$ cat src/design/core_pkg.sv
//##########################################################################
// shared definitions for the five-stage integer core
//   word and register-index types
//   opcode and alu operation codes
//   instruction field positions and the no-op word
//##########################################################################

package core_pkg;

    // data and address width
    localparam int WORD_W    = 32;
    localparam int REG_IDX_W = 5;

    typedef logic [WORD_W-1:0]    word_t;
    typedef logic [REG_IDX_W-1:0] reg_idx_t;
    typedef logic [4:0]           opcode_t;
    typedef logic [4:0]           alu_op_t;

    // opcodes still decoded
    localparam opcode_t OP_RTYPE = 5'd0;
    localparam opcode_t OP_J     = 5'd1;
    localparam opcode_t OP_BNE   = 5'd2;
    localparam opcode_t OP_ADDI  = 5'd5;

    // alu function field of r-type
    localparam alu_op_t ALU_ADD = 5'd0;
    localparam alu_op_t ALU_SUB = 5'd1;
    localparam alu_op_t ALU_AND = 5'd2;
    localparam alu_op_t ALU_OR  = 5'd3;

    // field positions
    localparam int OPCODE_MSB = 31;
    localparam int OPCODE_LSB = 27;
    localparam int RD_MSB     = 26;
    localparam int RD_LSB     = 22;
    localparam int RS_MSB     = 21;
    localparam int RS_LSB     = 17;
    localparam int RT_MSB     = 16;
    localparam int RT_LSB     = 12;
    localparam int FUNC_MSB   = 6;
    localparam int FUNC_LSB   = 2;
    // immediate sits in 16:0, sign extended
    localparam int IMM_MSB    = 16;
    localparam int IMM_W      = 17;
    // jump target in 26:0, zero extended
    localparam int TARGET_MSB = 26;

    // add r0 <- r0 + r0, never writes
    localparam word_t NOP_WORD = '0;

endpackage
$ cat src/design/pipe_core.sv
//##########################################################################
// top level of the pipelined core
//   fetch unit, register file and execute pipeline
//   instruction memory port and writeback observation port
//##########################################################################

`timescale 1ns/10ps

module pipe_core
    import core_pkg::*;
#(
    parameter word_t RESET_PC = '0,
    parameter int    NUM_REGS = 32
) (
    input  logic     clock,
    input  logic     rst_n,
    output word_t    imem_addr,
    input  word_t    imem_data,
    output logic     wb_en,
    output reg_idx_t wb_reg,
    output word_t    wb_data
);

    // fetch to decode
    word_t    fd_instr;
    word_t    fd_pc;
    // execute back to fetch
    logic     redirect;
    word_t    redirect_pc;
    // register read ports
    reg_idx_t rd_addr_a;
    reg_idx_t rd_addr_b;
    word_t    rd_data_a;
    word_t    rd_data_b;

    fetch_unit #(
        .RESET_PC (RESET_PC)
    ) u_fetch (
        .clock       (clock),
        .rst_n       (rst_n),
        .redirect    (redirect),
        .redirect_pc (redirect_pc),
        .imem_addr   (imem_addr),
        .imem_data   (imem_data),
        .fd_instr    (fd_instr),
        .fd_pc       (fd_pc)
    );

    // write port shared with the wb_* outputs
    reg_file #(
        .NUM_REGS (NUM_REGS)
    ) u_regs (
        .clock     (clock),
        .rst_n     (rst_n),
        .rd_addr_a (rd_addr_a),
        .rd_addr_b (rd_addr_b),
        .rd_data_a (rd_data_a),
        .rd_data_b (rd_data_b),
        .wr_en     (wb_en),
        .wr_reg    (wb_reg),
        .wr_data   (wb_data)
    );

    exec_pipe u_exec (
        .clock       (clock),
        .rst_n       (rst_n),
        .fd_instr    (fd_instr),
        .fd_pc       (fd_pc),
        .rd_addr_a   (rd_addr_a),
        .rd_data_a   (rd_data_a),
        .rd_addr_b   (rd_addr_b),
        .rd_data_b   (rd_data_b),
        .redirect    (redirect),
        .redirect_pc (redirect_pc),
        .wr_en       (wb_en),
        .wr_reg      (wb_reg),
        .wr_data     (wb_data)
    );

endmodule

$ cat src/design/exec_pipe.sv
//##########################################################################
// decode through writeback
//   register reads and decode/execute register
//   operand bypass from memory and writeback stages
//   alu, branch resolution and redirect
//   execute/memory and memory/writeback registers, write port
//##########################################################################

`timescale 1ns/10ps

module exec_pipe
    import core_pkg::*;
(
    input  logic     clock,
    input  logic     rst_n,
    input  word_t    fd_instr,
    input  word_t    fd_pc,
    output reg_idx_t rd_addr_a,
    input  word_t    rd_data_a,
    output reg_idx_t rd_addr_b,
    input  word_t    rd_data_b,
    output logic     redirect,
    output word_t    redirect_pc,
    output logic     wr_en,
    output reg_idx_t wr_reg,
    output word_t    wr_data
);

    // decode stage fields
    opcode_t  d_op;
    reg_idx_t d_rd;
    reg_idx_t d_rt;

    // execute stage
    word_t    x_instr;
    word_t    x_pc;
    word_t    x_a;
    word_t    x_b;
    opcode_t  x_op;
    reg_idx_t x_rd;
    reg_idx_t x_rs;
    reg_idx_t x_src_b;
    word_t    x_imm;
    word_t    x_target;
    word_t    fwd_a;
    word_t    fwd_b;
    word_t    alu_b;
    alu_op_t  alu_op;
    word_t    alu_result;
    logic     alu_ne;
    logic     x_wr;

    // memory and writeback stages
    logic     m_wr;
    reg_idx_t m_rd;
    word_t    m_result;
    logic     w_wr;
    reg_idx_t w_rd;
    word_t    w_result;

    assign d_op = fd_instr[OPCODE_MSB:OPCODE_LSB];
    assign d_rd = fd_instr[RD_MSB:RD_LSB];
    assign d_rt = fd_instr[RT_MSB:RT_LSB];

    // port b reads rd for bne so rs and rd can be compared
    assign rd_addr_a = fd_instr[RS_MSB:RS_LSB];
    assign rd_addr_b = (d_op == OP_BNE) ? d_rd : d_rt;

    // decode/execute, squashed by a taken branch in execute
    always_ff @(posedge clock or negedge rst_n) begin
        if (!rst_n) begin
            x_instr <= NOP_WORD;
        end else if (redirect) begin
            x_instr <= NOP_WORD;
        end else begin
            x_instr <= fd_instr;
        end
    end

    always_ff @(posedge clock) begin
        x_pc <= fd_pc;
        x_a  <= rd_data_a;
        x_b  <= rd_data_b;
    end

    assign x_op     = x_instr[OPCODE_MSB:OPCODE_LSB];
    assign x_rd     = x_instr[RD_MSB:RD_LSB];
    assign x_rs     = x_instr[RS_MSB:RS_LSB];
    assign x_src_b  = (x_op == OP_BNE) ? x_rd : x_instr[RT_MSB:RT_LSB];
    assign x_imm    = {{(WORD_W-IMM_W){x_instr[IMM_MSB]}}, x_instr[IMM_MSB:0]};
    assign x_target = {{(WORD_W-TARGET_MSB-1){1'b0}}, x_instr[TARGET_MSB:0]};

    // younger producer in memory beats older one in writeback
    // m_wr and w_wr already exclude r0
    function automatic word_t bypass(reg_idx_t src, word_t file_val);
        if (m_wr && (m_rd == src)) begin
            return m_result;
        end
        if (w_wr && (w_rd == src)) begin
            return w_result;
        end
        return file_val;
    endfunction

    assign fwd_a = bypass(x_rs, x_a);
    assign fwd_b = bypass(x_src_b, x_b);
    assign alu_b = (x_op == OP_ADDI) ? x_imm : fwd_b;

    // r-type takes the function field, bne compares by subtracting
    always_comb begin
        case (x_op)
            OP_RTYPE: alu_op = x_instr[FUNC_MSB:FUNC_LSB];
            OP_BNE:   alu_op = ALU_SUB;
            default:  alu_op = ALU_ADD;
        endcase
    end

    alu u_alu (
        .operand_a (fwd_a),
        .operand_b (alu_b),
        .op        (alu_op),
        .result    (alu_result),
        .not_equal (alu_ne)
    );

    // branch resolution
    assign redirect    = (x_op == OP_J) || ((x_op == OP_BNE) && alu_ne);
    assign redirect_pc = (x_op == OP_J) ? x_target : x_pc + word_t'(1) + x_imm;

    // only r-type and addi write, never to r0
    assign x_wr = ((x_op == OP_RTYPE) || (x_op == OP_ADDI)) && (x_rd != '0);

    // execute/memory then memory/writeback
    always_ff @(posedge clock or negedge rst_n) begin
        if (!rst_n) begin
            m_wr <= 1'b0;
            m_rd <= '0;
            w_wr <= 1'b0;
            w_rd <= '0;
        end else begin
            m_wr <= x_wr;
            m_rd <= x_rd;
            w_wr <= m_wr;
            w_rd <= m_rd;
        end
    end

    always_ff @(posedge clock) begin
        m_result <= alu_result;
        w_result <= m_result;
    end

    assign wr_en   = w_wr;
    assign wr_reg  = w_rd;
    assign wr_data = w_result;

    // a taken branch always carries a defined target
    a_target_known: assert property (@(posedge clock) disable iff (!rst_n)
        redirect |-> !$isunknown(redirect_pc));

endmodule

$ cat src/design/reg_file.sv
//##########################################################################
// register file
//   two combinational read ports with write-through
//   one write port, r0 held at zero
//##########################################################################

`timescale 1ns/10ps

module reg_file
    import core_pkg::*;
#(
    parameter int NUM_REGS = 32
) (
    input  logic     clock,
    input  logic     rst_n,
    input  reg_idx_t rd_addr_a,
    input  reg_idx_t rd_addr_b,
    output word_t    rd_data_a,
    output word_t    rd_data_b,
    input  logic     wr_en,
    input  reg_idx_t wr_reg,
    input  word_t    wr_data
);

    word_t regs [NUM_REGS];

    // decode sees the value writeback is storing this cycle
    function automatic word_t read_port(reg_idx_t addr);
        if (wr_en && (wr_reg == addr) && (addr != '0)) begin
            return wr_data;
        end
        return regs[addr];
    endfunction

    assign rd_data_a = read_port(rd_addr_a);
    assign rd_data_b = read_port(rd_addr_b);

    // writes to r0 dropped
    always_ff @(posedge clock or negedge rst_n) begin
        if (!rst_n) begin
            for (int i = 0; i < NUM_REGS; i++) begin
                regs[i] <= '0;
            end
        end else if (wr_en && (wr_reg != '0)) begin
            regs[wr_reg] <= wr_data;
        end
    end

    a_wr_in_range: assert property (@(posedge clock) disable iff (!rst_n)
        wr_en |-> (int'(wr_reg) < NUM_REGS));

endmodule

$ cat src/design/fetch_unit.sv
//##########################################################################
// fetch stage
//   program counter with next-pc select
//   fetch/decode pipeline register with branch squash
//##########################################################################

`timescale 1ns/10ps

module fetch_unit
    import core_pkg::*;
#(
    parameter word_t RESET_PC = '0
) (
    input  logic  clock,
    input  logic  rst_n,
    input  logic  redirect,
    input  word_t redirect_pc,
    output word_t imem_addr,
    input  word_t imem_data,
    output word_t fd_instr,
    output word_t fd_pc
);

    word_t pc;
    word_t pc_next;

    // taken branch or jump from execute wins over pc + 1
    assign pc_next = redirect ? redirect_pc : pc + word_t'(1);

    always_ff @(posedge clock or negedge rst_n) begin
        if (!rst_n) begin
            pc <= RESET_PC;
        end else begin
            pc <= pc_next;
        end
    end

    // instruction memory answers in the same cycle
    assign imem_addr = pc;

    // fetch/decode instruction
    // word fetched behind a taken branch becomes a no-op
    always_ff @(posedge clock or negedge rst_n) begin
        if (!rst_n) begin
            fd_instr <= NOP_WORD;
        end else if (redirect) begin
            fd_instr <= NOP_WORD;
        end else begin
            fd_instr <= imem_data;
        end
    end

    // pc travels with the instruction for bne targets
    always_ff @(posedge clock) begin
        fd_pc <= pc;
    end

    // execute must always send a defined target
    a_pc_known: assert property (@(posedge clock) disable iff (!rst_n)
        !$isunknown(pc));

endmodule

$ cat src/design/alu.sv
//##########################################################################
// integer alu
//   add, sub, and, or with wrap-around
//   not-equal flag for bne
//##########################################################################

`timescale 1ns/10ps

module alu
    import core_pkg::*;
(
    input  word_t   operand_a,
    input  word_t   operand_b,
    input  alu_op_t op,
    output word_t   result,
    output logic    not_equal
);

    word_t diff;

    // one subtractor serves sub and the compare
    assign diff = operand_a - operand_b;

    always_comb begin
        case (op)
            ALU_ADD: result = operand_a + operand_b;
            ALU_SUB: result = diff;
            ALU_AND: result = operand_a & operand_b;
            ALU_OR:  result = operand_a | operand_b;
            default: result = '0;
        endcase
    end

    // nonzero difference, operands differ
    assign not_equal = |diff;

    // execute forces add or sub for every non r-type opcode
    always_comb begin
        a_op_legal: assert #0 ($isunknown(op) ||
                               (op inside {ALU_ADD, ALU_SUB, ALU_AND, ALU_OR}))
            else $error("alu op %0d outside the supported set", op);
    end

endmodule

$ cat config.mk
export PLATFORM = sky130hd
export DESIGN_NAME = pipe_core
export DESIGN_NICKNAME = d
export VERILOG_FILES = /design/src/design/core_pkg.sv /design/src/design/pipe_core.sv /design/src/design/exec_pipe.sv /design/src/design/reg_file.sv /design/src/design/fetch_unit.sv /design/src/design/alu.sv
export SDC_FILE = /design/constraint.sdc
export NUM_CORES = 2
export LEC_CHECK = 0
export BUFFER_PORTS_ARGS = -buffer_cell sky130_fd_sc_hd__buf_4
export CAP_MARGIN = 30
export CORE_ASPECT_RATIO = 1.25
export CORE_MARGIN = 5
export CORE_UTILIZATION = 28
export DETAILED_ROUTE_END_ITERATION = 6
export MAX_ROUTING_LAYER = met4
export SYNTH_ARGS = -nofsm -noshare
export SYNTH_HDL_FRONTEND = slang
export SYNTH_SLANG_ARGS = --single-unit
$ cat constraint.sdc
create_clock -name clock -period 8.3 [get_ports clock]
set_input_delay 2.49 -clock clock [delete_from_list [all_inputs] [get_ports clock]]
set_output_delay 2.49 -clock clock [all_outputs]
set_load 0.01 [all_outputs]
==> run summary <==
TritonCTS clock tree -> yes
kind of end point of the critical path -> flop
largest net degree at the start of global routing -> 184
required time of the critical path -> 8.90 ns
Tcrit/Tclk final -> 89.7%
All-Layer GR Usage -> 18.2%
synth warn -> 0
Layout fillers -> 25,900
# DRC -> 0
max reg flops -> 1,024
area of the core -> 259,000 µm²
Rows -> 209
worst-case clock buffer depth -> 3
sequential fraction of the synthesis area -> 44.3%
syn_area_per_cell -> 11.3 µm²
Max Freq -> 0.134 GHz
Pwr Total -> 23.8 mW
setup repair bufs after CTS -> 0
starting density of the core -> 28.1%
setup_tns -> 0 ns
post-placement cell count -> 9,432
Post-synth EDFFs -> 0
input/output buffers -> 103
CTS Buf Count -> 136
post-synthesis instance area -> 72,600 µm²
Synth Instances -> 6,415
Yosys cell types -> 80
Post-synth top flop -> dfrtp_1
Max Slew Vio Count -> 0
Gate power share -> 34.7%
Worst Setup Start Kind -> flop
clock sinks -> 1,324
detailed-route wire length per cell -> 25.3 µm
largest register by flop count -> u_regs.regs
Clk Latency, worst-skew pair -> 0.79 ns
Vias -> 53,600
post_cts resized -> 0
Yosys reg bits -> 1,324
area grow syn2layout -> 12.4%
Final Skew -> 0.0405 ns
Root Buffer -> clkbuf_16
die area -> 270,000 µm²
Internal -> 15.0 mW
multi-input logic area -> 38,000 µm²
MaxCap Viol Count -> 0
DIE HEIGHT -> 579 µm
setup violators final -> 0
leakage power -> 34.7 nW
CTS Hold Bufs -> 0
Critical Path AT -> 8.04 ns
RSZ-0062 raised after global routing -> false
initial antenna violation count -> 3
share of cells above drive strength 1 -> 29.6%
Clock Power Share -> 26.7%
first-pass GRT wire length -> 364,000 µm
crit path kind -> flop to flop
Max IR drop VDD -> 0.000200 V
status -> finished, final reports clean
slew at the pin with the worst max-slew slack -> 1.12 ns
Max transition margin -> 25.0%
Tmin final -> 7.44 ns
Top Ports -> 104
sequential share of power -> 38.6%
gr ovfl total -> 0
DP HPWL -> 146,000 µm
CP Max Fanout -> 25
Post-Syn Nets -> 6,579
Non-Filler Instances -> 9,682
final hold violation count -> 0
drt pass-1 iters -> 6
FFs w/ async S/R, synth -> 85.5%
Post-layout nets -> 6,358
HP Class -> flop to flop
vias per cell -> 5.54
die width -> 465 µm
Total Wirelength -> 245,000 µm
reg-to-reg slack, setup -> 0.86 ns
vias in the first global route -> 54,700
FF/Latch Area -> 32,200 µm²
clk slew on worst S/H paths -> 0.06 ns
GPL Wtd Cong -> 0.922
PwrDens -> 292 nW/µm²
First DRT Iteration DRCs -> 5,207
Sw Pwr -> 8.78 mW
H-tree levels -> 4
Sw Share -> 36.9%
antenna-violating nets left -> 0
## cells in the mapped netlist, types with 131 or more instances
| master | number | area (µm²) |
|---|---|---|
| nand2_1 | 752 | 2820 |
| and2_1 | 328 | 2050 |
| dfrtp_1 | 1132 | 28300 |
| a21oi_1 | 246 | 1230 |
| a311oi_1 | 131 | 1150 |
| mux2_2 | 996 | 11200 |
| mux4_2 | 320 | 7210 |
| dfxtp_1 | 192 | 3840 |
| a31oi_1 | 138 | 863 |
| o21ai_0 | 155 | 776 |
| clkbuf_1 | 515 | 1930 |
| a211oi_1 | 363 | 2730 |
## final timing paths
check	cells after the start	to	from
worst max-delay path	21	u_fetch.imem_addr[31]	u_exec.x_instr[29]
worst min-delay path	0	u_exec.x_pc[18]	u_fetch.fd_pc[18]
worst max register to register	21	u_fetch.imem_addr[31]	u_exec.x_instr[29]
worst min register to register	0	u_exec.x_pc[18]	u_fetch.fd_pc[18]
max in group asynchronous	2	u_regs.regs[891]	rst_n
min in group asynchronous	1	u_regs.regs[516]	rst_n
## cell usage in the layout, fill, tap and decap left out, types with 14 or more instances in the layout
master	count
and2_1	328
nand2_1	737
and3_1	20
nor2_1	105
mux2_2	994
o21bai_1	14
xnor2_1	75
buf_4	234
o21a_1	47
nor2_4	16
a22oi_1	15
clkbuf_1	30
a211oi_1	363
clkinv_2	22
a31oi_1	138
dfxtp_1	192
nand4_1	19
nor2b_1	17
nand2b_1	21
clkbuf_8	27
nor4_1	17
ha_1	127
a21o_1	23
o221ai_1	14
a311oi_1	131
dfrtp_1	1127
a21oi_1	245
nor3_1	20
inv_1	102
mux4_2	320
nand3_1	43
o31ai_1	21
o21ai_0	153
o22ai_1	23
mux2i_1	107
clkbuf_16	140
xor2_1	52
buf_12	15
## power groups by stage
stage	combinational [mW]	sequential (mW)	clock, mW
global placement	7.96	9.25	0
CTS	8.25	9.16	6.47
finish	8.27	9.20	6.35
floorplan	5.62	8.89	0
global route	8.94	9.35	6.71
detailed placement	8.21	9.27	0
## layer usage
| metal | wire length (µm) | vias up | GRT usage (%) | share of wire (%) |
|---|---|---|---|---|
| met5 | 0 | - | - | 0 |
| met4 | 12900 | 0 | 8.87 | 5.3 |
| met3 | 14500 | 613 | 2.69 | 5.9 |
| met2 | 117000 | 2022 | 29.6 | 48 |
| met1 | 99800 | 27900 | 22.2 | 41 |
| li1 | - | 23100 | - | - |
## cells by family after synthesis
logic type      Yosys count  share of synthesized area [%]
buf+inv                 721                           3.80
fa+ha+maj               130                           2.27
xor+xnor                127                           1.53
compound gates         1278                           12.1
mux                    1427                           26.9
simple gates           1408                           9.10
flops                  1324                           44.3
## cell type report
cell class | instances | share of cell area [%]
Multi-Input combinational cell | 4370 | 46.5
Sequential cell | 1324 | 39.4
Tap cell | 3376 | 5.17
Clock buffer | 197 | 4.89
Timing Repair Buffer | 259 | 2.80
Clock inverter | 49 | 0.694
Inverter | 103 | 0.474
Antenna cell | 4 | 0.0123
## worst max-delay path: stages (launching register included)
cell     delay [ns]
dfrtp_1        0.42
nor4_2         0.53
and2_1         0.41
mux2i_1        0.34
xnor2_1        0.11
nor4_1         0.26
and3_2         0.65
buf_4          0.31
o21ai_0        0.10
nand2_1        0.07
nand2_1        0.11
ha_1           0.49
nor4_1         0.66
o31ai_1        0.17
a31oi_1        0.33
o21ai_0        0.34
xnor2_1        0.34
nand4_1        0.13
and4b_4        0.36
nand3_2        0.20
nand2_1        0.65
o22ai_1        0.23
## metrics by stage
stage          setup WS [ns]  utilization (%)  instance area [µm²]  hold WS [ns]
2_1_floorplan           2.26                -                72600         0.310
3_3_place_gp            1.04             29.7                76900         0.311
3_5_place_dp           0.974             29.8                77100         0.312
4_1_cts                0.929             31.6                81600         0.325
5_1_grt                0.444             31.6                81600         0.332
6_report               0.858             31.6                81600         0.323
No activity file was read; power rests on OpenSTA's default activity.
